### src/source/bus_pkg.sv
// Shared types, address map and register offsets of the SoC data bus.
// All addresses here are word addresses, i.e. the byte address divided by four.
// Peripheral windows must stay aligned to PERIPH_WORDS so that the low
// address bits give the register offset directly.
package bus_pkg;

	localparam int NR_TIMERS = 2;
	localparam int NR_IRQS = 4;

	typedef logic [29:0] word_addr_t;
	typedef logic [31:0] word_t;
	typedef logic [3:0] bytesel_t;
	typedef logic [NR_IRQS-1:0] irq_vec_t;

	// Valid only while the access strobe is high.
	typedef struct packed {
		word_addr_t addr;
		word_t wr_val;
		bytesel_t bytesel;
		logic wr_en;
	} bus_req_t;

	// All zeros from a responder that is not answering.
	typedef struct packed {
		word_t rdata;
		logic ack;
		logic error;
	} bus_rsp_t;

	localparam word_addr_t RAM_BASE = word_addr_t'(32'h2000_0000 >> 2);
	localparam int RAM_WORDS = 1024;
	localparam int RAM_AW = $clog2(RAM_WORDS);

	localparam word_addr_t IRQ_BASE = word_addr_t'(32'h8000_2000 >> 2);
	localparam word_addr_t TIMER_BASE = word_addr_t'(32'h8000_3000 >> 2);
	localparam int PERIPH_WORDS = 16;
	localparam int PERIPH_AW = $clog2(PERIPH_WORDS);

	typedef logic [PERIPH_AW-1:0] reg_off_t;

	// Timer n registers sit at these offsets plus n * TIMER_STRIDE.
	localparam reg_off_t TIMER_RELOAD = 4'd0;
	localparam reg_off_t TIMER_CONTROL = 4'd1;
	localparam reg_off_t TIMER_COUNT = 4'd2;
	localparam reg_off_t TIMER_EOI = 4'd3;
	localparam reg_off_t TIMER_STRIDE = 4'd4;

	localparam reg_off_t IRQ_STATUS = 4'd0;
	localparam reg_off_t IRQ_ENABLE = 4'd1;

	localparam int CTRL_ENABLE = 0;
	localparam int CTRL_PERIODIC = 1;
	localparam int CTRL_IRQ_EN = 2;
	localparam int CTRL_W = 3;

endpackage

### src/source/irq_ctrl.sv
// Interrupt controller with an enable mask over level-sensitive lines.
// The request output is registered, one cycle behind the masked lines.
// Only ENABLE is writable; full-word writes, byte selects ignored.
`timescale 1ns/10ps

module irq_ctrl (
	input logic clk,
	input logic i_rst,
	input logic i_access,
	input logic i_cs,
	input bus_pkg::bus_req_t i_req,
	input bus_pkg::irq_vec_t i_irqs,
	output bus_pkg::bus_rsp_t o_rsp,
	output logic o_irq_req
);

	bus_pkg::irq_vec_t mask;
	bus_pkg::irq_vec_t pending;
	bus_pkg::reg_off_t off;
	logic wr;
	logic rd;
	bus_pkg::word_t rd_val;
	logic ack;
	bus_pkg::word_t rdata;

	assign off = i_req.addr[bus_pkg::PERIPH_AW-1:0];
	assign wr = i_access && i_cs && i_req.wr_en;
	assign rd = i_access && i_cs && !i_req.wr_en;

	assign pending = i_irqs & mask;

	always_ff @(posedge clk) begin
		if (i_rst) begin
			mask <= '0;
			o_irq_req <= 1'b0;
		end else begin
			if (wr && off == bus_pkg::IRQ_ENABLE)
				mask <= i_req.wr_val[bus_pkg::NR_IRQS-1:0];
			o_irq_req <= |pending;
		end
	end

	always_comb begin
		case (off)
		bus_pkg::IRQ_STATUS: rd_val = bus_pkg::word_t'(pending);
		bus_pkg::IRQ_ENABLE: rd_val = bus_pkg::word_t'(mask);
		default: rd_val = '0;
		endcase
	end

	always_ff @(posedge clk) begin
		if (i_rst)
			ack <= 1'b0;
		else
			ack <= i_access && i_cs;
	end

	// Zero on writes and when idle.
	always_ff @(posedge clk) begin
		rdata <= rd ? rd_val : '0;
	end

	assign o_rsp = '{rdata: rdata, ack: ack, error: 1'b0};

endmodule

### config.mk
export PLATFORM = sky130hd
export DESIGN_NAME = irq_ctrl
export DESIGN_NICKNAME = d
export VERILOG_FILES = /design/src/source/bus_pkg.sv /design/src/source/irq_ctrl.sv
export SDC_FILE = /design/constraint.sdc
export NUM_CORES = 1
export LEC_CHECK = 0
export BUFFER_PORTS_ARGS = -buffer_cell sky130_fd_sc_hd__buf_4
export CORE_ASPECT_RATIO = 0.7
export CORE_MARGIN = 4
export CORE_UTILIZATION = 29
export CTS_CLUSTER_DIAMETER = 40
export CTS_CLUSTER_SIZE = 25
export DETAILED_ROUTE_END_ITERATION = 7
export HOLD_SLACK_MARGIN = 0.06
export PLACE_DENSITY = 0.86
export SLEW_MARGIN = 40
export SYNTH_ARGS = -nofsm -noshare
export SYNTH_HDL_FRONTEND = slang
export SYNTH_SLANG_ARGS = --single-unit
### constraint.sdc
create_clock -name clk -period 2.6 [get_ports clk]
set_input_delay 0.39 -clock clk [delete_from_list [all_inputs] [get_ports clk]]
set_output_delay 0.39 -clock clk [all_outputs]
set_load 0.1 [all_outputs]
# == Word level (Yosys, flattened, before mapping) ==
# Cells that the tools add are included.
# classes
n_eq_ne,1
n_mux,1
bitwise_logic,1
reduce_logical,7
# ops
op,count
$pmux 4 s2,1
$and 4x4->4,1
$eq 4x1->1 const B,1
$logic_and 1x1->1,4
$logic_not 4->1,1
$reduce_or 4->1,1
$logic_not 1->1,1
# word_totals
reg_bits,38
input_bits,75
output_inout_bits,35
elab_cells,14

# == Depth between registers and ports, before layout ==
# depth
word_depth,3
ltp_mapped,4
depth_no_buf,3

# == Worst setup path before layout ==
# Ideal clock, no wire load.
# synth_path
path_type,flip-flop to output port
startpoint,reg o_irq_req
endpoint,out o_irq_req
arrival_time_ns,0.909
required_ns,2.210
slack_ns,1.301
stages_incl_launch_ff,1
n_path_buf,0
cell_sequence,dfxtp_1
# synth_lines
element,line,source
start: declaration,irq_ctrl.sv:14,output logic o_irq_req
start signal: assignment,irq_ctrl.sv:39,o_irq_req <= |pending;
# No word-level cell between the ends.

# == Worst setup path after layout ==
# layout_path
startpoint,reg rdata[1]
endpoint,out o_rsp[3] (netlist name)
# layout_lines
element,line,source
start: declaration,irq_ctrl.sv:24,bus_pkg::word_t rdata;
start signal: assignment,irq_ctrl.sv:60,rdata <= rd ? rd_val : '0;
end: declaration,irq_ctrl.sv:13,"output bus_pkg::bus_rsp_t o_rsp,"
# No word-level cell between the ends.

==> metrics <==
status=complete, no violations; Buf/Inv on CP=1; GRT Overall Usage=0.0730; setup bufs post-CTS=0; Remaining DRCs=0; area of the mapped netlist=between 600 and 700 µm²; dominant cell type by area after synthesis=buf_4; core region area=1970 µm²; CTS Buf Count=3; largest net degree at the start of global routing=11; CTS root buf=clkbuf_4; Nets=171; delay of the slowest critical-path stage=320 ps; WP data required=2210 ps; cell family with most CP delay=flip-flops; routability congestion estimate=0.767; final setup vio count=0; post_cts resized=0; antenna-violating nets left=0; flop2flop setup slack=approximately 1900 ps; worst-path fanout max=1; Hold Fails Final Rpt=0; max-cap violations=0; sequential-to-total area share from yosys stat=0.316; DRT Pass-1 Iters=4; Avg WL per Cell=9.31 µm; Die X=~64 µm; max-slew violation count=0; VDD IR max=roughly 0.26 mV; Max Clk Rate=0.795 GHz; CTS tree=done; hold buffers post-CTS=0; Tmin final=1260 ps; Clock Skew=slightly below 6 ps; RSZ-0062 raised after global routing=no; WP data arrival=between 800 and 900 ps; slowest stage cell on the critical path=dfxtp_1; share of layout cells above drive strength 1=0.277; Mapped Cells=73; Yosys top cell area share=0.356; vias per cell=about 3.6; Die Area=between 3000 and 4000 µm²; Tot Pwr=0.477 mW; DR vias=447; I/O Buffers=22; crit start category=flop; H-tree lvl count=1; final cycle utilization of the critical path=0.484; row cnt=13; antenna violations before repair=0; deepest clock path buffer count=2; global-route wire length before repair=1.59 mm; DP HPWL=roughly 970 µm; Skew-Pair Late Insertion Delay=around 270 ps; Worst setup EP type=output pin; Synth Area per Inst=8.67 µm²; first-iteration detailed-routing DRC count=18; CP Class=reg -> out; clock transition at the registers of the reported paths=60 ps; # diodes=0; register bit total from synthesis=10; CP Cell Sequence=buf_4; Leakage=around 0.34 nW; total congestion overflow=0; total clock sinks=10; post-synth cell types=16; pwr/cell area=660 nW/µm²; Ys Warns=0; number of fill cells in the layout=approximately 200; setup TNS=0 ps; Area Overhead vs Synth=14.2%; I/O pins=110; HP Class=in -> reg; Initial Util=0.322; number of global-route vias before repair=361; die height=47.1 µm; main area contributors after synthesis=buf_4 36%, dfxtp_1 32%, nand2b_1 7.9%; DRT Wirelength=1.16 mm
-- layout make-up --
cell class / instances / area [µm²] / area share
Timing Repair Buffer: 22 / 165 / 0.228
Sequential cell: 10 / 200 / 0.277
Tap cell: 30 / 37.5 / 0.0519
Multi-Input combinational cell: 59 / 298 / 0.412
Clock buffer: 3 / 22.5 / 0.0311
-- logic make-up after synthesis --
| kind of cell | Yosys count | share of synthesized area |
|---|---|---|
| AO/OA/AOI/OAI | 7 | 0.0632 |
| buffers and inverters | 32 | 0.379 |
| flip-flops | 10 | 0.316 |
| multiplexers | 4 | 0.0632 |
| other | 1 | 0.00592 |
| AND/OR/NAND/NOR | 19 | 0.172 |
-- where the power goes --
| part | switching [mW] | internal, mW |
|---|---|---|
| logic | 0.197 | 0.0205 |
| clock network | 0.0520 | 0.0535 |
| registers | 0.000373 | 0.154 |
-- registers in the layout (all words and copies together) (netlist names) --
signal	cells
rdata	4
mask	4
ack	1
o_irq_req	1
-- layer usage --
layer  part of all wire  track usage  wire [µm]
met5                  0            0          0
met4              0.035       0.0773         40
met3               0.20       0.0359        234
met2               0.44        0.129        511
met1               0.32       0.0613        368
-- Yosys cell counts --
cell type,n
conb_1,1
a22oi_1,2
nor2b_1,1
nor2_1,6
mux2i_1,4
nand3_1,1
nand2_1,1
and4_1,1
nor3b_2,1
dfxtp_1,10
buf_4,30
o21ai_0,4
a21oi_1,1
clkbuf_1,1
buf_6,1
nand2b_1,8
-- path summary, 6_finish.rpt --
| kind | depth (start not counted) | start | endpoint |
|---|---|---|---|
| max | 1 | rdata[1]$_SDFF_PN0_ | o_rsp[3] |
| min | 2 | i_rst | ack$_SDFF_PP0_ |
| max reg2reg | 2 | mask[3]$_SDFFE_PP0P_ | o_irq_req$_SDFF_PP0_ |
| min reg2reg | 2 | mask[2]$_SDFFE_PP0P_ | rdata[2]$_SDFF_PN0_ |
-- layout by cell type, fill, tap and decap left out, drive strengths merged --
cell	instances
conb	29
buf	22
dfxtp	10
nand2b	8
nor2	6
o21ai	4
mux2i	4
clkbuf	3
a22oi	2
nor3b	1
nand3	1
nor2b	1
and4	1
a21oi	1
nand2	1
-- metrics by stage --
stage | utilization | hold WS (ps) | worst slack, ps | area (µm²) | cells
floorplan | - | 441 | 1300 | 738 | 101
global placement | 0.356 | 458 | 1290 | 701 | 121
detailed placement | 0.356 | 470 | 1240 | 701 | 121
CTS | 0.367 | 325 | 1330 | 723 | 124
global route | 0.367 | 341 | 1310 | 723 | 124
finish | 0.367 | 336 | 1340 | 723 | 124
-- worst reg2reg max path, stage by stage, from the launching register on --
cell	delay, ps
dfxtp_1	330
a22oi_1	170
a21oi_1	90
(Power assumes the default switching activity.)
