File: config.mk
export PLATFORM = sky130hd
export DESIGN_NAME = bus_fabric
export DESIGN_NICKNAME = d
export VERILOG_FILES = /design/src/source/bus_pkg.sv /design/src/source/bus_fabric.sv
export SDC_FILE = /design/constraint.sdc
export NUM_CORES = 1
export LEC_CHECK = 0
export BUFFER_PORTS_ARGS = -buffer_cell sky130_fd_sc_hd__buf_4
export CAP_MARGIN = 40
export CELL_PAD_IN_SITES_DETAIL_PLACEMENT = 1
export CELL_PAD_IN_SITES_GLOBAL_PLACEMENT = 1
export CORE_UTILIZATION = 11
export DETAILED_ROUTE_END_ITERATION = 10
export PLACE_DENSITY_LB_ADDON = 0.1
export SLEW_MARGIN = 25
export SYNTH_ARGS = -nofsm -noshare
export SYNTH_HDL_FRONTEND = slang
export SYNTH_SLANG_ARGS = --single-unit
File: constraint.sdc
create_clock -name clk -period 2.05 [get_ports clk]
set_clock_uncertainty 0.2 [all_clocks]
set_input_delay 0.205 -clock clk [delete_from_list [all_inputs] [get_ports clk]]
set_output_delay 0.205 -clock clk [all_outputs]
set_load 0.02 [all_outputs]
File: src/source/bus_pkg.sv
// Shared types, address map and register offsets of the SoC data bus.
// All addresses here are word addresses, i.e. the byte address divided by four.
// Peripheral windows must stay aligned to PERIPH_WORDS so that the low
// address bits give the register offset directly.
package bus_pkg;

	localparam int NR_TIMERS = 2;
	localparam int NR_IRQS = 4;

	typedef logic [29:0] word_addr_t;
	typedef logic [31:0] word_t;
	typedef logic [3:0] bytesel_t;
	typedef logic [NR_IRQS-1:0] irq_vec_t;

	// Valid only while the access strobe is high.
	typedef struct packed {
		word_addr_t addr;
		word_t wr_val;
		bytesel_t bytesel;
		logic wr_en;
	} bus_req_t;

	// All zeros from a responder that is not answering.
	typedef struct packed {
		word_t rdata;
		logic ack;
		logic error;
	} bus_rsp_t;

	localparam word_addr_t RAM_BASE = word_addr_t'(32'h2000_0000 >> 2);
	localparam int RAM_WORDS = 1024;
	localparam int RAM_AW = $clog2(RAM_WORDS);

	localparam word_addr_t IRQ_BASE = word_addr_t'(32'h8000_2000 >> 2);
	localparam word_addr_t TIMER_BASE = word_addr_t'(32'h8000_3000 >> 2);
	localparam int PERIPH_WORDS = 16;
	localparam int PERIPH_AW = $clog2(PERIPH_WORDS);

	typedef logic [PERIPH_AW-1:0] reg_off_t;

	// Timer n registers sit at these offsets plus n * TIMER_STRIDE.
	localparam reg_off_t TIMER_RELOAD = 4'd0;
	localparam reg_off_t TIMER_CONTROL = 4'd1;
	localparam reg_off_t TIMER_COUNT = 4'd2;
	localparam reg_off_t TIMER_EOI = 4'd3;
	localparam reg_off_t TIMER_STRIDE = 4'd4;

	localparam reg_off_t IRQ_STATUS = 4'd0;
	localparam reg_off_t IRQ_ENABLE = 4'd1;

	localparam int CTRL_ENABLE = 0;
	localparam int CTRL_PERIODIC = 1;
	localparam int CTRL_IRQ_EN = 2;
	localparam int CTRL_W = 3;

endpackage

File: src/source/bus_fabric.sv
// Address decode and response merge for the data bus.
// Selects are combinational; the default responder answers one cycle after
// a strobed access that hits no window, with ack and error and zero data.
// Responders must drive all zeros when idle, since responses are ORed.
`timescale 1ns/10ps

module bus_fabric (
	input logic clk,
	input logic i_rst,
	input logic i_access,
	input bus_pkg::bus_req_t i_req,
	input bus_pkg::bus_rsp_t i_ram_rsp,
	input bus_pkg::bus_rsp_t i_timer_rsp,
	input bus_pkg::bus_rsp_t i_irq_rsp,
	output logic o_ram_cs,
	output logic o_timer_cs,
	output logic o_irq_cs,
	output bus_pkg::bus_rsp_t o_rsp
);

	logic any_cs;
	logic dflt_ack;
	logic dflt_error;
	bus_pkg::bus_rsp_t dflt_rsp;

	function automatic logic in_window(
		input bus_pkg::word_addr_t addr,
		input bus_pkg::word_addr_t base,
		input int unsigned words
	);
		in_window = (addr >= base) &&
			((addr - base) < bus_pkg::word_addr_t'(words));
	endfunction

	assign o_ram_cs = in_window(i_req.addr, bus_pkg::RAM_BASE, bus_pkg::RAM_WORDS);
	assign o_timer_cs = in_window(i_req.addr, bus_pkg::TIMER_BASE, bus_pkg::PERIPH_WORDS);
	assign o_irq_cs = in_window(i_req.addr, bus_pkg::IRQ_BASE, bus_pkg::PERIPH_WORDS);

	assign any_cs = o_ram_cs | o_timer_cs | o_irq_cs;

	// Unmapped access, ack so the master never hangs.
	always_ff @(posedge clk) begin
		if (i_rst) begin
			dflt_ack <= 1'b0;
			dflt_error <= 1'b0;
		end else begin
			dflt_ack <= i_access && !any_cs;
			dflt_error <= i_access && !any_cs;
		end
	end

	assign dflt_rsp = '{rdata: '0, ack: dflt_ack, error: dflt_error};

	assign o_rsp = i_ram_rsp | i_timer_rsp | i_irq_rsp | dflt_rsp;

endmodule

# Yosys cells after proc, flatten, opt, wreduce, memory -nomap -nowiden
# Cells that the tools add are included.
dict set report totals {
  regBits 1
  input_bits 172
  output_inout_bits 37
}
dict set report op_classes {
  add_sub_neg 3
  magnitude_cmp 6
  bitwise 5
  n_reduce_logical 5
}
# op count
set op_table {}
lappend op_table {{OR 34 bit} 2}
lappend op_table {{>= comparator 30 bit (second input constant)} 2}
lappend op_table {{less-than comparator 30 x 5 -> 1 bit (second input constant)} 2}
lappend op_table {{subtractor 30 bit (second input constant)} 2}
lappend op_table {{OR 34 x 2 -> 34 bit} 1}
lappend op_table {{>= comparator 30 x 28 -> 1 bit (second input constant)} 1}
lappend op_table {{less-than comparator 30 x 11 -> 1 bit (second input constant)} 1}
lappend op_table {{subtractor 30 x 28 -> 30 bit (second input constant)} 1}
lappend op_table {{logical AND 1 bit} 4}
lappend op_table {{OR 1 bit} 2}
lappend op_table {{zero test 1 bit} 1}

# Depth between registers and ports, before layout
dict set report logic_depth {
  depth_word 7
  ltp_mapped 8
  mapped_depth_nobuf 8
}

# Worst setup path after synthesis
# No wires, ideal clock.
dict set report synth_timing {
  path_kind {input -> register}
  from {input port i_req[57] in the netlist's numbering}
  to {register dflt_error}
  arrival_ns 1.833
  path_slack_ns -0.129
  cell_stages 6
  path_buffers 0
  cell_sequence {nor4_4 -> and4b_1 -> nand3_1 -> mux2_4 -> nor4_2 -> nor4_1}
}
dict set report synth_via {
  elab_chain_len 7
  word_cells_on_any_way 16
}
# item line_no
set synth_rtl {}
lappend synth_rtl {{from (decl)} bus_fabric.sv:11} ;# input bus_pkg::bus_req_t i_req,
lappend synth_rtl {{subtractor 30 bit} bus_fabric.sv:32} ;# ((addr - base) < bus_pkg::word_addr_t'(words));
lappend synth_rtl {{less-than comparator 30 x 5 -> 1 bit} bus_fabric.sv:32}
lappend synth_rtl {{logical AND 1 bit (*)} bus_fabric.sv:31} ;# in_window = (addr >= base) &&
lappend synth_rtl {{named net o_timer_cs} bus_fabric.sv:16} ;# output logic o_timer_cs,
lappend synth_rtl {{OR 1 bit (*) (2 in series)} bus_fabric.sv:39} ;# assign any_cs = o_ram_cs | o_timer_cs | o_irq_cs;
lappend synth_rtl {{zero test 1 bit (*)} bus_fabric.sv:48} ;# dflt_error <= i_access && !any_cs;
lappend synth_rtl {{logical AND 1 bit (*)} bus_fabric.sv:48}
lappend synth_rtl {{to (signal assigned)} bus_fabric.sv:48}
lappend synth_rtl {{to (decl)} bus_fabric.sv:23} ;# logic dflt_error;
# Mark *: on every way through the listed nets, which the timed path passes. The rest lies on a longest branch.
# A chain may end at the register's enable or synchronous reset.

# Worst setup path in the final report
dict set report layout_timing {
  from {input port i_req[57] in the netlist's numbering}
  to {output port o_timer_cs}
}
dict set report layout_via {
  elab_chain_len 3
  word_cells_on_any_way 4
}
# item line_no
set layout_rtl {}
lappend layout_rtl {{subtractor 30 bit} bus_fabric.sv:32}
lappend layout_rtl {{less-than comparator 30 x 5 -> 1 bit} bus_fabric.sv:32}
lappend layout_rtl {{logical AND 1 bit (*)} bus_fabric.sv:31}
lappend layout_rtl {{to (decl)} bus_fabric.sv:16}
# Every way passes the cells marked *; elsewhere a longest branch is shown, timed or not.

==> results.sh <==
export IMPL_grt_pass1_vias=1853
export IMPL_p_leak_nw=1.27
export IMPL_largest_register="dflt_error"
export IMPL_tightestPinTransition_ps=295
export IMPL_critPathMaxFanout=2
export IMPL_grt_pass1_wl_um=8590
export IMPL_wire_per_inst_um=13.0
export IMPL_hold_path_class="primary input to register"
export IMPL_stdcell_count=418
export IMPL_worst_slack_ps=-25.6
export IMPL_core_mm2=0.00741
export IMPL_syn_avg_cell_area_um2=7.10
export IMPL_final_cell_mix="buf_4 (187), or3_1 (33), buf_6 (9)"
export IMPL_drv_cap=0
export IMPL_critical_path_slowest_cell="mux2_4"
export IMPL_firstDrtPassIters=3
export IMPL_netlist_area_um2=860
export IMPL_ioPinCount=209
export IMPL_start_kind="primary input"
export IMPL_synth_seq_area_share_pct=2.33
export IMPL_antenna_found_initial=0
export IMPL_syn_nets=297
export IMPL_ys_flop_type="dfxtp_1"
export IMPL_hold_worst_slack_ps=308
export IMPL_power_w=0.000467
export IMPL_start_util_pct=11.6
export IMPL_final_nets=497
export IMPL_grt_max_degree=10
export IMPL_die_w_um=90.4
export IMPL_setup_viol=1
export IMPL_peakVddDrop_mv=0.0534
export IMPL_vias=1776
export IMPL_reg_top3="dflt_error (1)"
export IMPL_synth_cell_types=39
export IMPL_die_y_um=90.4
export IMPL_ys_ff_latch=1
export IMPL_endpoint_kind="output port"
export IMPL_final_common_cell="buf_4"
export IMPL_largest_reg_flops=1
export IMPL_portBuffers=167
export IMPL_ys_async_sr_fraction_pct=0
export IMPL_gp_congestion=0.716
export IMPL_grtUsageTotal_pct=12.4
export IMPL_path_clk_slew_ps=0
export IMPL_cts_hold_buf=0
export IMPL_die_area_mm2=0.00817
export IMPL_yosys_warnings=0
export IMPL_power_per_cell_area_mw_per_mm2=171
export IMPL_layout_min_cycle_time_ps=2080
export IMPL_drt_total_wl_um=5440
export IMPL_grt_overflow_total=0
export IMPL_finalHoldViolCount=0
export IMPL_outcome="finished with violations"
export IMPL_via_per_inst=4.25
export IMPL_drtIter0Drc=46
export IMPL_fin_crit_sh_pct=101
export IMPL_slowest_delay_ps=310
export IMPL_fmax_ghz=0.482
export IMPL_n_antenna_cell=0
export IMPL_pre_cts_ws_ps=-162
export IMPL_synthToLayoutAreaGrowth_pct=218
export IMPL_arrival_ps=1670
export IMPL_violations="setup timing"
export IMPL_ant_nets=0
export IMPL_drv_slew=0
export IMPL_rsz0062_at_grt="yes"
export IMPL_layout_drive_gt1_share_pct=72.1
export IMPL_crit_chain="buf_6, nor4_4, and4b_1, nand3_2, mux2_4, nor4_4, buf_4"
export IMPL_required_ps=1640
export IMPL_num_rows=31
export IMPL_relSlewSlack_pct=80.2
export IMPL_dpl_hpwl_um=4800
export IMPL_syn_inst=121
export IMPL_drc=0
export IMPL_dp_cells=415
export IMPL_synth_edff_count=0
export IMPL_worstSetupPathType="primary input to output port"
export IMPL_path_common_cell="nor4_4"
power by group:
group / internal [W] / switching [W] / total (W)
registers: 0.0000209 / 0.000000351 / 0.0000213
clock network: 0 / 0 / 0
logic: 0.000279 / 0.000167 / 0.000446
cell usage after synthesis, drive strengths merged, types with 4 or more instances:
master	n	area share (%)
or3	33	24
nand3	7	4.1
nor3	7	6.6
nor2	6	2.6
nor4	6	6.8
a21oi	5	2.9
inv	5	2.2
xor2	5	5.1
ha	4	5.8
nand4	4	3.6
nand4b	4	4.1
critical path: cells and delay by family:
family	cells	cell delay (ps)
and+or+nand+nor	4	860
muxes	1	310
buffers and inverters	2	290
per-stage QoR:
stage,utilization (%),setup TNS (ps),cell area (um^2)
floorplan,-,0,868
global placement,33.2,-411,2460
detailed placement,33.2,-406,2460
CTS,35.7,0,2640
global route,36.9,-184,2730
finish,36.9,-25.6,2730
area by class of cell:
type | count | area [um^2]
fillers | 926 | 4680
repair buffers | 198 | 1550
flip-flops and latches | 1 | 20.0
multi-input cells | 115 | 1000
well taps | 99 | 124
inverters | 5 | 43.8
metal layers:
metal | GRT usage, % | wire length [um] | vias to the layer above
met2 | 24.6 | 2970 | 90
met3 | 1.68 | 389 | 0
met4 | 0 | 0 | 0
met1 | 14.8 | 2080 | 806
met5 | 0 | 0 | -
li1 | - | - | 880
worst paths after layout:
kind,startpoint,endpoint,slack (ps),cells past startpoint
hold / removal,i_access,dflt_error,310,3
setup / recovery,i_req[57],o_timer_cs,-30,7
cell families (layout without fill, tap and decap cells):
group / after synthesis / after routing / share of synthesized area [%]
and+or+nand+nor: 85 / 85 / 66.2
AOI/OAI and AO/OA: 17 / 17 / 13.4
xor gates and xnor gates: 7 / 7 / 7.13
buffers and inverters: 5 / 203 / 2.18
adders and majority gates: 4 / 4 / 5.82
muxes: 2 / 2 / 2.91
DFF: 1 / 1 / 2.33
what timing repair did:
item,4_1_cts,5_1_grt
buffers inserted,3,0
resized for setup,37,20
pin swaps,14,13
gates cloned,0,0
setup endpoints to repair,3,3
Note: power is estimated with default switching activity, not from simulation.
