<file path="src/source/bus_pkg.sv">
// Shared types, address map and register offsets of the SoC data bus.
// All addresses here are word addresses, i.e. the byte address divided by four.
// Peripheral windows must stay aligned to PERIPH_WORDS so that the low
// address bits give the register offset directly.
package bus_pkg;

	localparam int NR_TIMERS = 2;
	localparam int NR_IRQS = 4;

	typedef logic [29:0] word_addr_t;
	typedef logic [31:0] word_t;
	typedef logic [3:0] bytesel_t;
	typedef logic [NR_IRQS-1:0] irq_vec_t;

	// Valid only while the access strobe is high.
	typedef struct packed {
		word_addr_t addr;
		word_t wr_val;
		bytesel_t bytesel;
		logic wr_en;
	} bus_req_t;

	// All zeros from a responder that is not answering.
	typedef struct packed {
		word_t rdata;
		logic ack;
		logic error;
	} bus_rsp_t;

	localparam word_addr_t RAM_BASE = word_addr_t'(32'h2000_0000 >> 2);
	localparam int RAM_WORDS = 1024;
	localparam int RAM_AW = $clog2(RAM_WORDS);

	localparam word_addr_t IRQ_BASE = word_addr_t'(32'h8000_2000 >> 2);
	localparam word_addr_t TIMER_BASE = word_addr_t'(32'h8000_3000 >> 2);
	localparam int PERIPH_WORDS = 16;
	localparam int PERIPH_AW = $clog2(PERIPH_WORDS);

	typedef logic [PERIPH_AW-1:0] reg_off_t;

	// Timer n registers sit at these offsets plus n * TIMER_STRIDE.
	localparam reg_off_t TIMER_RELOAD = 4'd0;
	localparam reg_off_t TIMER_CONTROL = 4'd1;
	localparam reg_off_t TIMER_COUNT = 4'd2;
	localparam reg_off_t TIMER_EOI = 4'd3;
	localparam reg_off_t TIMER_STRIDE = 4'd4;

	localparam reg_off_t IRQ_STATUS = 4'd0;
	localparam reg_off_t IRQ_ENABLE = 4'd1;

	localparam int CTRL_ENABLE = 0;
	localparam int CTRL_PERIODIC = 1;
	localparam int CTRL_IRQ_EN = 2;
	localparam int CTRL_W = 3;

endpackage

</file>
<file path="src/source/timer_block.sv">
// Two down-counting timers with reload, one-shot or periodic mode.
// Registers take full-word writes; byte selects are ignored.
// COUNT is read-only. EOI reads back the flag in bit 0, a write clears it.
// Undefined offsets read zero and are acknowledged without error.
`timescale 1ns/10ps

module timer_block (
	input logic clk,
	input logic i_rst,
	input logic i_access,
	input logic i_cs,
	input bus_pkg::bus_req_t i_req,
	output bus_pkg::bus_rsp_t o_rsp,
	output logic [bus_pkg::NR_TIMERS-1:0] o_irqs
);

	localparam int CW = bus_pkg::CTRL_W;

	bus_pkg::word_t reload [bus_pkg::NR_TIMERS];
	bus_pkg::word_t count [bus_pkg::NR_TIMERS];
	logic [CW-1:0] ctrl [bus_pkg::NR_TIMERS];
	logic [bus_pkg::NR_TIMERS-1:0] flag;
	bus_pkg::reg_off_t off;
	logic wr;
	logic rd;
	bus_pkg::word_t rd_val;
	logic ack;
	bus_pkg::word_t rdata;

	// Register offset of a given timer.
	function automatic bus_pkg::reg_off_t treg(input bus_pkg::reg_off_t base, input int n);
		treg = bus_pkg::reg_off_t'(base + n * bus_pkg::TIMER_STRIDE);
	endfunction

	assign off = i_req.addr[bus_pkg::PERIPH_AW-1:0];
	assign wr = i_access && i_cs && i_req.wr_en;
	assign rd = i_access && i_cs && !i_req.wr_en;

	always_ff @(posedge clk) begin
		for (int i = 0; i < bus_pkg::NR_TIMERS; i++) begin
			if (wr && off == treg(bus_pkg::TIMER_RELOAD, i))
				reload[i] <= i_req.wr_val;
		end
	end

	always_ff @(posedge clk) begin
		if (i_rst) begin
			for (int i = 0; i < bus_pkg::NR_TIMERS; i++) begin
				ctrl[i] <= '0;
				count[i] <= '0;
			end
			flag <= '0;
		end else begin
			for (int i = 0; i < bus_pkg::NR_TIMERS; i++) begin
				// Cleared first so a new expiry in the same cycle wins.
				if (wr && off == treg(bus_pkg::TIMER_EOI, i))
					flag[i] <= 1'b0;

				if (ctrl[i][bus_pkg::CTRL_ENABLE]) begin
					if (count[i] == '0) begin
						flag[i] <= 1'b1;
						if (ctrl[i][bus_pkg::CTRL_PERIODIC])
							count[i] <= reload[i];
						else
							ctrl[i][bus_pkg::CTRL_ENABLE] <= 1'b0;
					end else begin
						count[i] <= count[i] - 1'b1;
					end
				end

				// Enabling restarts from the reload value.
				if (wr && off == treg(bus_pkg::TIMER_CONTROL, i)) begin
					ctrl[i] <= i_req.wr_val[CW-1:0];
					if (i_req.wr_val[bus_pkg::CTRL_ENABLE])
						count[i] <= reload[i];
				end
			end
		end
	end

	always_comb begin
		rd_val = '0;
		for (int i = 0; i < bus_pkg::NR_TIMERS; i++) begin
			if (off == treg(bus_pkg::TIMER_RELOAD, i))
				rd_val = reload[i];
			if (off == treg(bus_pkg::TIMER_CONTROL, i))
				rd_val = bus_pkg::word_t'(ctrl[i]);
			if (off == treg(bus_pkg::TIMER_COUNT, i))
				rd_val = count[i];
			if (off == treg(bus_pkg::TIMER_EOI, i))
				rd_val = bus_pkg::word_t'(flag[i]);
		end
	end

	always_ff @(posedge clk) begin
		if (i_rst)
			ack <= 1'b0;
		else
			ack <= i_access && i_cs;
	end

	always_ff @(posedge clk) begin
		rdata <= rd ? rd_val : '0;
	end

	assign o_rsp = '{rdata: rdata, ack: ack, error: 1'b0};

	always_comb begin
		for (int i = 0; i < bus_pkg::NR_TIMERS; i++)
			o_irqs[i] = flag[i] & ctrl[i][bus_pkg::CTRL_IRQ_EN];
	end

endmodule

</file>
<file path="config.mk">
export PLATFORM = sky130hd
export DESIGN_NAME = timer_block
export DESIGN_NICKNAME = d
export VERILOG_FILES = /design/src/source/bus_pkg.sv /design/src/source/timer_block.sv
export SDC_FILE = /design/constraint.sdc
export NUM_CORES = 1
export LEC_CHECK = 0
export BUFFER_PORTS_ARGS = -buffer_cell sky130_fd_sc_hd__buf_2
export CAP_MARGIN = 20
export CORE_MARGIN = 2
export CORE_UTILIZATION = 45
export DETAILED_ROUTE_END_ITERATION = 8
export HOLD_SLACK_MARGIN = 0.08
export PLACE_DENSITY = 0.74
export SYNTH_ARGS = -nofsm -noshare
export SYNTH_HDL_FRONTEND = slang
export SYNTH_SLANG_ARGS = --single-unit
export TNS_END_PERCENT = 1
</file>
<file path="constraint.sdc">
create_clock -name clk -period 6.4 [get_ports clk]
set_input_delay 0.32 -clock clk [delete_from_list [all_inputs] [get_ports clk]]
set_output_delay 0.32 -clock clk [all_outputs]
set_load 0.005 [all_outputs]
</file>
=== Yosys cells after proc, flatten, opt, wreduce, memory -nomap -nowiden ===
Memory sizes are Yosys's and may differ from the RTL's.
Cells that the tools add are included.
W data, S select, Z words.

* Memories: 3
* Output and inout port bits: 36
* Bits in latches: 0
* Bits in read-only memories: 0
* Memory bits (writable): 134
* Flip-flop bits (word level): 35
* Input bits: 71

* Add/subtract/negate cells: 2
* Bitwise gates (word level): 15
* $mul: 0
* Mux-type cells: 76
* Shifts and indexed selects: 0
* Equal/unequal tests: 7
* Reduce and logical (&&, ||, !) cells: 15
* Div/mod/pow operators: 0
* Order comparisons: 0

{| class="wikitable"
|+ Memories
! name !! depth !! width !! rd ports !! clocked after Yosys merged registers in !! write ports !! line !! source
|-
| count || 2 || 32 || 2 || 0 || 2 || timer_block.sv:20 || <nowiki>bus_pkg::word_t count [bus_pkg::NR_TIMERS];</nowiki>
|-
| reload || 2 || 32 || 2 || 0 || 1 || timer_block.sv:19 || <nowiki>bus_pkg::word_t reload [bus_pkg::NR_TIMERS];</nowiki>
|-
| ctrl || 2 || 3 || 2 || 0 || 2 || timer_block.sv:21 || <nowiki>logic [CW-1:0] ctrl [bus_pkg::NR_TIMERS];</nowiki>
|}

{| class="wikitable"
|+ Operators with widths
! operator !! count
|-
| $mux W32 || 14
|-
| $logic_not A32 Y1 || 2
|-
| $sub A32 B1 Y32 const B || 2
|-
| $mux W1 || 60
|-
| $reduce_or A32 Y1 || 1
|-
| $eq A4 B3 Y1 const B || 4
|-
| $or A1 B1 Y1 || 12
|-
| $logic_and A1 B1 Y1 || 9
|-
| $eq A4 B2 Y1 const B || 2
|-
| $eq A4 B1 Y1 const B || 1
|-
| $logic_not A4 Y1 || 1
|-
| $mux W2 || 2
|-
| $and A1 B1 Y1 || 2
|-
| $reduce_or A2 Y1 || 1
|-
| $logic_not A1 Y1 || 1
|-
| $not A1 Y1 || 1
|}

=== Longest topological paths before layout ===
Gate-level depths: netlist of the first run.

* Word-level depth: 9
* Mapped depth: 10

=== Worst setup path after synthesis of the first run ===
Ideal clock, no wire load.

* Path kind: input to register
* Start: in i_req[37] (netlist bit)
* End: mem reload[0][32] (netlist bit), enable pin
* Path buffers: 1
* Arrival: 3.708 ns
* Cell stages on the path: 2
* Library setup time: 0.501 ns
* Path slack: 2.191 ns
* Cells stage by stage: buf_1 > nor4_1

* Word-level cells in the longest chain between the ends: 6
* Elaborated cells between the ends (all ways): 11
* Those cells by class: 1 x eq/ne; 6 x mux; 4 x reduce/logical

{| class="wikitable"
|+ RTL lines
! item !! line !! source
|-
| start: declaration || timer_block.sv:12 || <nowiki>input bus_pkg::bus_req_t i_req,</nowiki>
|-
| $eq A4 B3 Y1 || timer_block.sv:41 || <nowiki>if (wr && off == treg(bus_pkg::TIMER_RELOAD, i))</nowiki>
|-
| $logic_and A1 B1 Y1 || timer_block.sv:41 ||
|-
| $mux W1 || timer_block.sv:41 ||
|-
| $mux W1 (not written as such) || timer_block.sv:42 || <nowiki>reload[i] <= i_req.wr_val;</nowiki>
|-
| $reduce_or A32 Y1 (no line) || -- ||
|-
| $mux W1 (no line) || -- ||
|-
| end: declaration || timer_block.sv:19 ||
|}

Several ways; a longest one is shown, not always the timed one.

==> run summary, run 1 <==
Status -> finished clean
Via-to-Cell Ratio -> 5.97
First-pass GRT wire length -> 31.2 mm
RSZ-0062 raised after global routing -> false
CP max stage cell -> or4_1
Largest net degree at the start of global routing -> 62
Internal -> 1.87 mW
DIE AREA -> 0.0188 mm2
Die Y -> 137 um
Core region area -> 0.0173 mm2
Critical path class -> flop to flop
Fillers -> 1506
Crit path cell chain -> inv_1 > ha_1 > nor2b_1 > nand3_1 > or4_1 > o21ai_0 > nand3b_1 > buf_4
Comb pwr share -> 8.5%
Clk Latency, worst-skew pair -> 0.44 ns
Die Span X -> 137 um
Cells after DPL -> 965
Tot GR Track Use -> 22.2%
Synth Instances -> 696
CTS buffer count -> 17
Max clock buf depth -> 2
Yosys warning total -> 0
IO buf count -> 75
Drt wl/cell -> 19.6 um
Vias -> 6116
Synth top area share -> 50.4%
Row cnt -> 48
Max Clock Freq -> 271 MHz
GP Congestion -> 0.837
Sequential power share -> 50.7%
Post-synth top area cell -> edfxtp_1
P_sw -> 0.647 mW
Most common cell after layout, fill and taps aside -> edfxtp_1
Iteration-0 DRC Markers -> 777
Share of cells above drive strength 1 -> 18.6%
Power Dens Cells -> 268 mW/mm2
DP Wirelength -> 12.6 mm
Final Hold Viols -> 0
Syn_area_per_cell -> 11.5 um2
Initial antenna violation count -> 0
DRT Pass-1 Iters -> 5
Clock Power Share -> 40.8%
Clock period minus worst slack -> 3.69 ns
Root Buffer -> clkbuf_16
Critical Path Start Type -> flop
Final setup viols -> 0
Vias in the first global route -> 5742
Leakage -> 3.20 nW
Clk_skew -> 0.0112 ns
Critical-path maximum fanout -> 20
Total gr overflow -> 0
Post-CTS setup buffers -> 0
Initial Util -> 46.2%
Nets@finish -> 859
Mapped Area -> 0.00799 mm2
Clk pin slew, worst setup/hold paths -> 0.07 ns
Crit path DAT -> 3.86 ns
Post-CTS Resized -> 0
CP endpoint kind -> flop
Seq/Total Area, Yosys -> 59.2%
H-tree Lvls -> 4
Max cap viols -> 0
Post-synthesis to final-layout area growth -> 17.5%
Net Sw Frac -> 25.7%
Post-route insts no fill -> 1024
Antenna-violating nets left -> 0
Slew HR -> 38.2%
CTS sink cnt -> 169
Flops & latches, synth -> 169
Slowest Stage Delay on Critical Path -> 0.60 ns
CTS tree -> done
Most frequent cells in the layout -> edfxtp_1 (134), buf_2 (75), nor2_1 (71)
Synth area leaders -> edfxtp_1 (50%), dfxtp_1 (8.8%), a22oi_1 (5.6%), xnor2_1 (4.3%), nor2_1 (3.4%)
Post-synth cell types -> 56
Diode count -> 0
I/O pins -> 107
Period utilisation layout -> 57.7%
Hold Crit Class -> input port to flop
Setup TNS -> 0 ns
Syn nets -> 769
Worst-Margin Slew -> 0.926 ns
# DRC -> 0
Maximum vdd ir drop -> 0.000186 V
Max-slew violations -> 0
Final WL -> 20.0 mm
Critical path data required time -> 6.56 ns
[registers in the layout, indices dropped and copies added, names as in the netlist]
register	cells
count	64
reload	64
rdata	32
ctrl	6
flag	2
ack	1
[worst max-delay path: cells and delay by family, from the launching register on]
kind | cells | cell delay [ns]
fa+ha+maj | 1 | 0.18
buf+inv | 2 | 0.60
simple gates | 4 | 2.05
flops | 1 | 0.42
compound gates | 1 | 0.16
[cell usage after synthesis, drive strengths merged]
library cell / instances
o211a: 1
a311oi: 2
xnor2: 39
and2b: 1
nor4: 18
a31oi: 1
a22oi: 60
a21oi: 36
inv: 8
o21ai: 9
nor3: 26
nand2b: 5
nor2: 72
or4: 8
or2: 10
mux2i: 4
a21o: 3
or4b: 1
dfxtp: 35
and3: 2
buf: 21
nand3b: 2
a221oi: 1
nand4b: 2
a211oi: 32
edfxtp: 134
or3: 9
nor2b: 6
mux2: 1
ha: 2
nand4: 4
nor3b: 3
a211o: 1
o22ai: 33
mux4: 1
o31ai: 2
conb: 1
xor2: 11
o41ai: 1
nand3: 9
and2: 6
a311o: 1
clkbuf: 21
nand2: 51
[metrics by stage]
step	total power [mW]	setup WS, ns	utilization [%]	cell area [um2]	hold slack, ns
6_report	2.51	2.71	54.2	9380	0.0991
2_1_floorplan	1.43	2.19	-	7990	0.414
4_1_cts	2.51	2.70	54.0	9340	0.0896
5_1_grt	2.59	2.54	54.2	9380	0.0866
3_5_place_dp	1.49	2.83	49.2	8510	0.492
3_3_place_gp	1.49	2.86	49.2	8500	0.482
[power by group through the flow]
stage	registers (mW)	clock network, mW	logic, mW
6_report	1.28	1.03	0.213
5_1_grt	1.28	1.08	0.233
4_1_cts	1.27	1.03	0.209
3_5_place_dp	1.30	0	0.195
3_3_place_gp	1.30	0	0.191
2_1_floorplan	1.29	0	0.142
[area by class of cell]
| type | instances | area [um2] | area share (%) |
|---|---|---|---|
| Clock buffer | 17 | 425 | 4.53 |
| Timing Repair Buffer | 113 | 752 | 8.01 |
| Tap cell | 225 | 282 | 3.00 |
| Clock inverter | 15 | 153 | 1.63 |
| Sequential cell | 169 | 4720 | 50.4 |
| Inverter | 8 | 30.0 | 0.320 |
| Multi-Input combinational cell | 477 | 3020 | 32.2 |
[per-layer routing]
layer	wire length [um]	track usage [%]	vias to the layer above
li1	-	-	2836
met1	8720	32.4	2907
met2	9000	32.8	338
met3	1900	4.34	35
met4	404	8.30	0
met5	0	0	-
[logic make-up (layout without fill, tap and decap cells)]
family	after synthesis	count (layout)	synth area share, %
and+or+nand+nor	235	235	15.1
AOI/OAI and AO/OA	183	183	15.5
DFF	169	169	59.2
muxes	6	6	0.924
other	1	1	0.0470
adders and majority gates	2	2	0.313
buffers and inverters	50	153	3.46
xor gates and xnor gates	50	50	5.48
[path summary, 6_finish.rpt]
path / from / cells past startpoint / end / slack [ns]
min: i_req[26] / 1 / reload[0][21]$_DFFE_PP_ / 0.1
min reg2reg: flag[1]$_SDFF_PP0_ / 2 / flag[1]$_SDFF_PP0_ / 0.50
max reg2reg: count[0][0]$_SDFFCE_PP0P_ / 8 / count[0][15]$_SDFFCE_PP0P_ / 2.71
max: count[0][0]$_SDFFCE_PP0P_ / 8 / count[0][15]$_SDFFCE_PP0P_ / 2.71
[timing repair]
item / in CTS / in global routing
endpoints found under the setup margin: 0 / 0
hold endpoints to repair: 50 / 0
hold buffers: 25 / 0
Note: power is estimated with default switching activity, not from simulation.
==> run 2, diff against run 1 <==
- clock period: 6.4 -> 3.8 ns (I/O delays scaled with it)
==> run summary, run 2 (synthesis gave the netlist of run 1 again) <==
Maximum vdd ir drop -> 0.000344 V (+85%)
Post-CTS Resized -> 0 (unchanged)
Row cnt -> 48 (unchanged)
DP Wirelength -> 12.9 mm (+2.8%)
Iteration-0 DRC Markers -> 606 (-22%)
Clk Latency, worst-skew pair -> 0.44 ns (about the same)
Slowest Stage Delay on Critical Path -> 0.51 ns (-0.09 ns)
Final WL -> 20.3 mm (+1.2%)
Max clock buf depth -> 2 (unchanged)
DRT Pass-1 Iters -> 5 (unchanged)
Slew HR -> 35.5% (-2.7 points)
CTS tree -> done
Final setup viols -> 0 (unchanged)
Max layer used -> met4
Clock period minus worst slack -> 3.08 ns (-0.611 ns)
Fillers -> 1511 (+0.33%)
Via-to-Cell Ratio -> 5.90 (-1.2%)
Drt wl/cell -> 19.4 um (-0.70%)
Worst path buffer plus inverter count -> 3 (+1)
Max-slew violations -> 0 (unchanged)
Met1 Routed Length -> 8.54 mm (-2.1%)
Critical path class -> flop to flop
I/O pins -> 107 (unchanged)
CP endpoint kind -> flop
Final Hold Viols -> 0 (unchanged)
# DRC -> 0 (unchanged)
Power Dens Cells -> 442 mW/mm2 (+65%)
H-tree Lvls -> 4 (unchanged)
Routed wl met3 -> 1.80 mm (-5.4%)
Metal2 WL -> 9.40 mm (+4.5%)
Tot GR Track Use -> 22.4% (+0.26 points)
DP Worst Slack -> 0.734 ns (-2.09 ns)
Largest net degree at the start of global routing -> 62 (unchanged)
Root Buffer -> clkbuf_16
Core region area -> 0.0173 mm2 (unchanged)
Top Family by Delay on Critical Path -> simple AND/OR/NAND/NOR gates
Hold Crit Class -> input port to flop
Diode count -> 0 (unchanged)
Leakage -> 3.29 nW (+2.6%)
Critical path data required time -> 4.07 ns (-2.49 ns)
Cts hold-fix bufs -> 36 (+44%)
Initial Util -> 46.2% (unchanged)
Clk pin slew, worst setup/hold paths -> 0.07 ns (about the same)
Post-CTS setup buffers -> 0 (unchanged)
Hold Path Origin -> i_rst
Die Y -> 137 um (unchanged)
Share of cells above drive strength 1 -> 19.0% (+0.40 points)
Most common cell after layout, fill and taps aside -> edfxtp_1
Post-layout util -> 55.3% (+1.1 points)
Critical-path maximum fanout -> 31 (+55%)
FF-to-FF Start -> count[1][0]$_DFFE_PP_
Critical Path Start Type -> flop
Worst setup margin -> 0.718 ns (-1.99 ns)
GP Congestion -> 0.854 (+2.1%)
Period utilisation layout -> 81.1% (+23 points)
DIE AREA -> 0.0188 mm2 (unchanged)
Most frequent cells in the layout -> edfxtp_1 (134), buf_2 (75), nor2_1 (71)
Crit path DAT -> 3.35 ns (-0.51 ns)
Max Clock Freq -> 324 MHz (+20%)
Die Span X -> 137 um (unchanged)
Post-synthesis to final-layout area growth -> 19.8%
Status -> finished clean
Initial antenna violation count -> 0 (unchanged)
Footprint of the multi-input gates -> 0.00303 mm2 (+0.29%)
IO buf count -> 75 (unchanged)
Nets@finish -> 879 (+2.3%)
Crit path cell chain -> inv_1 > ha_1 > or4b_4 > nor4_4 > buf_4 > and3_1 > or2_2 > buf_12 > nand2_1 > o22ai_1
RSZ-0062 raised after global routing -> false
Worst-Margin Slew -> 0.962 ns (+0.0359 ns)
Sequential cell area -> 0.00472 mm2 (unchanged)
CTS sink cnt -> 169 (unchanged)
Hold_ws -> 0.109 ns (+0.0103 ns)
Biggest regs -> count x64, reload x64, rdata x32
First-pass GRT wire length -> 31.7 mm (+1.5%)
Antenna-violating nets left -> 0 (unchanged)
CP max stage cell -> or4b_4
Vias in the first global route -> 5913 (+3.0%)
CTS buffer count -> 17 (unchanged)
Vias -> 6158 (+0.69%)
Total gr overflow -> 0 (unchanged)
Clk_skew -> 0.0126 ns (+0.00138 ns)
Max cap viols -> 0 (unchanged)
CP startpoint -> count[1][0]$_DFFE_PP_
## run 2: cell count changes in the layout (fill, tap and decap cells not counted), sizes merged
cell         delta
buf             +9
bufinv          +1
clkbuf          +1
clkinv          +4
clkinvlp        +2
dlygate4sd3    +11
inv             -8
## run 2: metrics by stage
stage | TNS (ns) | cells | instance area, um2 | power (mW)
floorplan | -5.78 | 696 | 7990 | 2.40
detailed placement | 0 | 975 | 8610 | 2.52
global route | 0 | 1044 | 9570 | 4.35
CTS | 0 | 1043 | 9550 | 4.23
global placement | 0 | 975 | 8610 | 2.51
finish | 0 | 1044 | 9570 | 4.23
## run 2: final cells by class
class | count | area share, %
Inverter | 8 | 0.314
Multi-Input combinational cell | 477 | 31.6
Sequential cell | 169 | 49.4
Clock buffer | 18 | 4.49
Timing Repair Buffer | 133 | 9.68
Tap cell | 225 | 2.94
Clock inverter | 14 | 1.56
## run 2: worst register-to-register path, delay by kind of cell (launching register included)
kind                       cells  cell delay [ns]
and+or+nand+nor                5             1.58
buffers and inverters          3             0.56
DFF                            1             0.46
adders and majority gates      1             0.19
AOI/OAI and AO/OA              1             0.15
## run 2: per-layer routing
layer	track usage [%]	up-vias
met4	9.56	0
met3	4.19	34
met2	35.7	324
met5	0	-
met1	30.2	2917
li1	-	2883
## run 2: where the power goes
group	internal, mW	switching [mW]	leakage, nW
registers	2.07	0.0807	1.62
clock network	0.968	0.743	0.263
logic	0.161	0.210	1.41
total	3.20	1.03	3.29
## run 2: path summary, 6_finish.rpt
kind,cells past startpoint,slack [ns],endpoint
max reg2reg,10,0.72,count[1][24]$_DFFE_PP_
max,10,0.72,count[1][24]$_DFFE_PP_
min,2,0.11,ack$_SDFF_PP0_
min reg2reg,2,0.51,flag[1]$_SDFF_PP0_
==> run 3, diff against run 2 <==
- clock period: 3.8 -> 3 ns (I/O delays scaled with it)
==> run summary, run 3 (synthesis gave the netlist of run 1 again) <==
Status -> finished clean
Antenna-violating nets left -> 0 (unchanged)
I/O pins -> 107 (unchanged)
Root Buffer -> clkbuf_16
Biggest regs -> count x64, reload x64, rdata x32
Critical-path maximum fanout -> 19 (-39%)
Crit path DAT -> 3.01 ns (-0.34 ns)
Hold Crit Class -> input port to flop
Flop-to-flop setup slack -> 0.16 ns (-0.56 ns)
Via-to-Cell Ratio -> 5.82 (-1.3%)
Worst setup margin -> 0.156 ns (-0.561 ns)
Tot GR Track Use -> 23.2% (+0.79 points)
Worst path buffer plus inverter count -> 1 (-2)
Critical path data required time -> 3.17 ns (-0.90 ns)
Most common cell after layout, fill and taps aside -> edfxtp_1
DRT Pass-1 Iters -> 5 (unchanged)
Critical Path Start Type -> flop
Top Family by Delay on Critical Path -> simple AND/OR/NAND/NOR gates
Initial Util -> 46.2% (unchanged)
Hold Path Origin -> i_req[38]
Row cnt -> 48 (unchanged)
Hold path depth -> 4 (+2)
Period utilisation layout -> 94.8% (+14 points)
Final WL -> 20.8 mm (+2.6%)
Final Hold Viols -> 0 (unchanged)
Power Dens Cells -> 545 mW/mm2 (+23%)
DIE AREA -> 0.0188 mm2 (unchanged)
CTS tree -> done
CTS buffer count -> 17 (unchanged)
Clk Latency, worst-skew pair -> 0.44 ns (about the same)
Critical path class -> flop to flop
RSZ-0062 raised after global routing -> false
Vias in the first global route -> 6038 (+2.1%)
Crit Reg-Reg Endpoint -> count[1][0]$_DFFE_PP_
Leakage -> 3.38 nW (+3.0%)
Total gr overflow -> 0 (unchanged)
Clk_skew -> 0.0156 ns (+0.00298 ns)
CP endpoint kind -> flop
Die Y -> 137 um (unchanged)
Metal2 WL -> 9.71 mm (+3.4%)
Max-slew violations -> 0 (unchanged)
Fillers -> 1482 (-1.9%)
Initial antenna violation count -> 0 (unchanged)
Maximum vdd ir drop -> 0.000410 V (+19%)
CP max stage cell -> or4_1
Nets@finish -> 896 (+1.9%)
Sequential cell area -> 0.00472 mm2 (unchanged)
Slowest Stage Delay on Critical Path -> 0.61 ns (+0.10 ns)
Max Clock Freq -> 352 MHz (+8.4%)
# DRC -> 0 (unchanged)
Final setup viols -> 0 (unchanged)
Most frequent cells in the layout -> edfxtp_1 (134), buf_2 (75), nor2_1 (71)
FF-to-FF Start -> count[0][22]$_SDFFCE_PP0P_
Routed wl met3 -> 1.68 mm (-6.8%)
DP Wirelength -> 13.4 mm (+3.7%)
CTS sink cnt -> 169 (unchanged)
First-pass GRT wire length -> 32.8 mm (+3.5%)
Post-CTS Resized -> 0 (unchanged)
Core region area -> 0.0173 mm2 (unchanged)
H-tree Lvls -> 4 (unchanged)
Clk pin slew, worst setup/hold paths -> 0.06 ns (about the same)
Clock period minus worst slack -> 2.84 ns (-0.239 ns)
Levels on crit path -> 7 (-3)
Crit path cell chain -> or4_1 > or3_1 > nor4_2 > o211a_1 > and2b_4 > buf_12 > o22ai_1
Share of cells above drive strength 1 -> 20.5% (+1.4 points)
DP Worst Slack -> 0.164 ns (-0.571 ns)
Die Span X -> 137 um (unchanged)
Post-synthesis to final-layout area growth -> 21.4%
Max clock buf depth -> 2 (unchanged)
Largest net degree at the start of global routing -> 41 (-34%)
Setup TNS -> 0 ns (unchanged)
IO buf count -> 75 (unchanged)
Placed cell areas -> 0.00876 mm2 (+1.8%)
Max layer used -> met4
Max cap viols -> 0 (unchanged)
Worst-Margin Slew -> 0.661 ns (-0.302 ns)
Slew HR -> 55.6% (+20 points)
Drt wl/cell -> 19.6 um (+0.94%)
Footprint of the multi-input gates -> 0.00303 mm2 (unchanged)
Iteration-0 DRC Markers -> 637 (+5.1%)
GP Congestion -> 0.879 (+2.8%)
Met1 Routed Length -> 9.01 mm (+5.5%)
Vias -> 6180 (+0.36%)
Register-to-Register Path Depth -> 7 (-3)
Post-route cell area -> 0.00970 mm2 (+1.4%)
Diode count -> 0 (unchanged)
WHS Endpoint -> flag[0]$_SDFF_PP0_
run 3: changes by cell type in the layout (fill, tap and decap cells not counted):
cell and change:
buf_12 +2, inv_6 -2, dlygate4sd3_1 +2, bufinv_16 -1
clkinv_4 +1, clkinvlp_4 -3, clkinv_1 -1, clkbuf_8 +1
clkbuf_1 +1, clkinv_2 +4, buf_4 +13
run 3: worst max-delay path by stage:
stage	from	end	slack (ns)
2_1_floorplan	count[1][0]$_DFFE_PP_	count[1][0]$_DFFE_PP_	-0.98
3_3_place_gp	count[0][22]$_SDFFCE_PP0P_	count[1][0]$_DFFE_PP_	0.22
3_5_place_dp	count[0][22]$_SDFFCE_PP0P_	count[1][8]$_DFFE_PP_	0.16
4_1_cts	count[0][22]$_SDFFCE_PP0P_	count[1][0]$_DFFE_PP_	0.16
5_1_grt	count[0][21]$_SDFFCE_PP0P_	count[1][0]$_DFFE_PP_	0.007
6_report	count[0][22]$_SDFFCE_PP0P_	count[1][0]$_DFFE_PP_	0.16
run 3: power breakdown:
group	internal (mW)	switching, mW
Combinational	0.221	0.278
Sequential	2.62	0.0990
Clock	1.16	0.903
run 3: metal layers:
metal | GRT usage [%] | up-vias
met4 | 7.73 | 0
met2 | 36.9 | 278
met5 | 0 | -
met3 | 4.01 | 32
li1 | - | 2912
met1 | 32.4 | 2958
run 3: layout make-up:
cell class,instances,share of cell area [%]
repair buffers,150,11.2
clock buffers,20,4.61
flip-flops and latches,169,48.7
multi-input cells,477,31.2
inverters,8,0.310
clock inverters,12,1.07
well taps,225,2.90
run 3: what timing repair did:
item | CTS | global route
hold buffers | 38 | 0
setup buffers | 0 | 0
hold endpoints to repair | 70 | 0
run 3: per-stage QoR:
stage / cells / util (%) / hold slack (ns) / power [mW]
2_1_floorplan: 696 / - / 0.244 / 3.05
3_3_place_gp: 991 / 50.7 / 0.339 / 3.20
3_5_place_dp: 991 / 50.7 / 0.341 / 3.22
4_1_cts: 1061 / 56.1 / 0.238 / 5.31
5_1_grt: 1061 / 56.1 / 0.325 / 5.48
6_report: 1061 / 56.1 / 0.263 / 5.28
run 3: tightest hold or removal path, delay by kind of cell:
| family | cells | cell delay, ns |
|---|---|---|
| buffers and inverters | 1 | 0.20 |
| AO/OA/AOI/OAI | 2 | 0.19 |
| AND/OR/NAND/NOR | 1 | 0.10 |
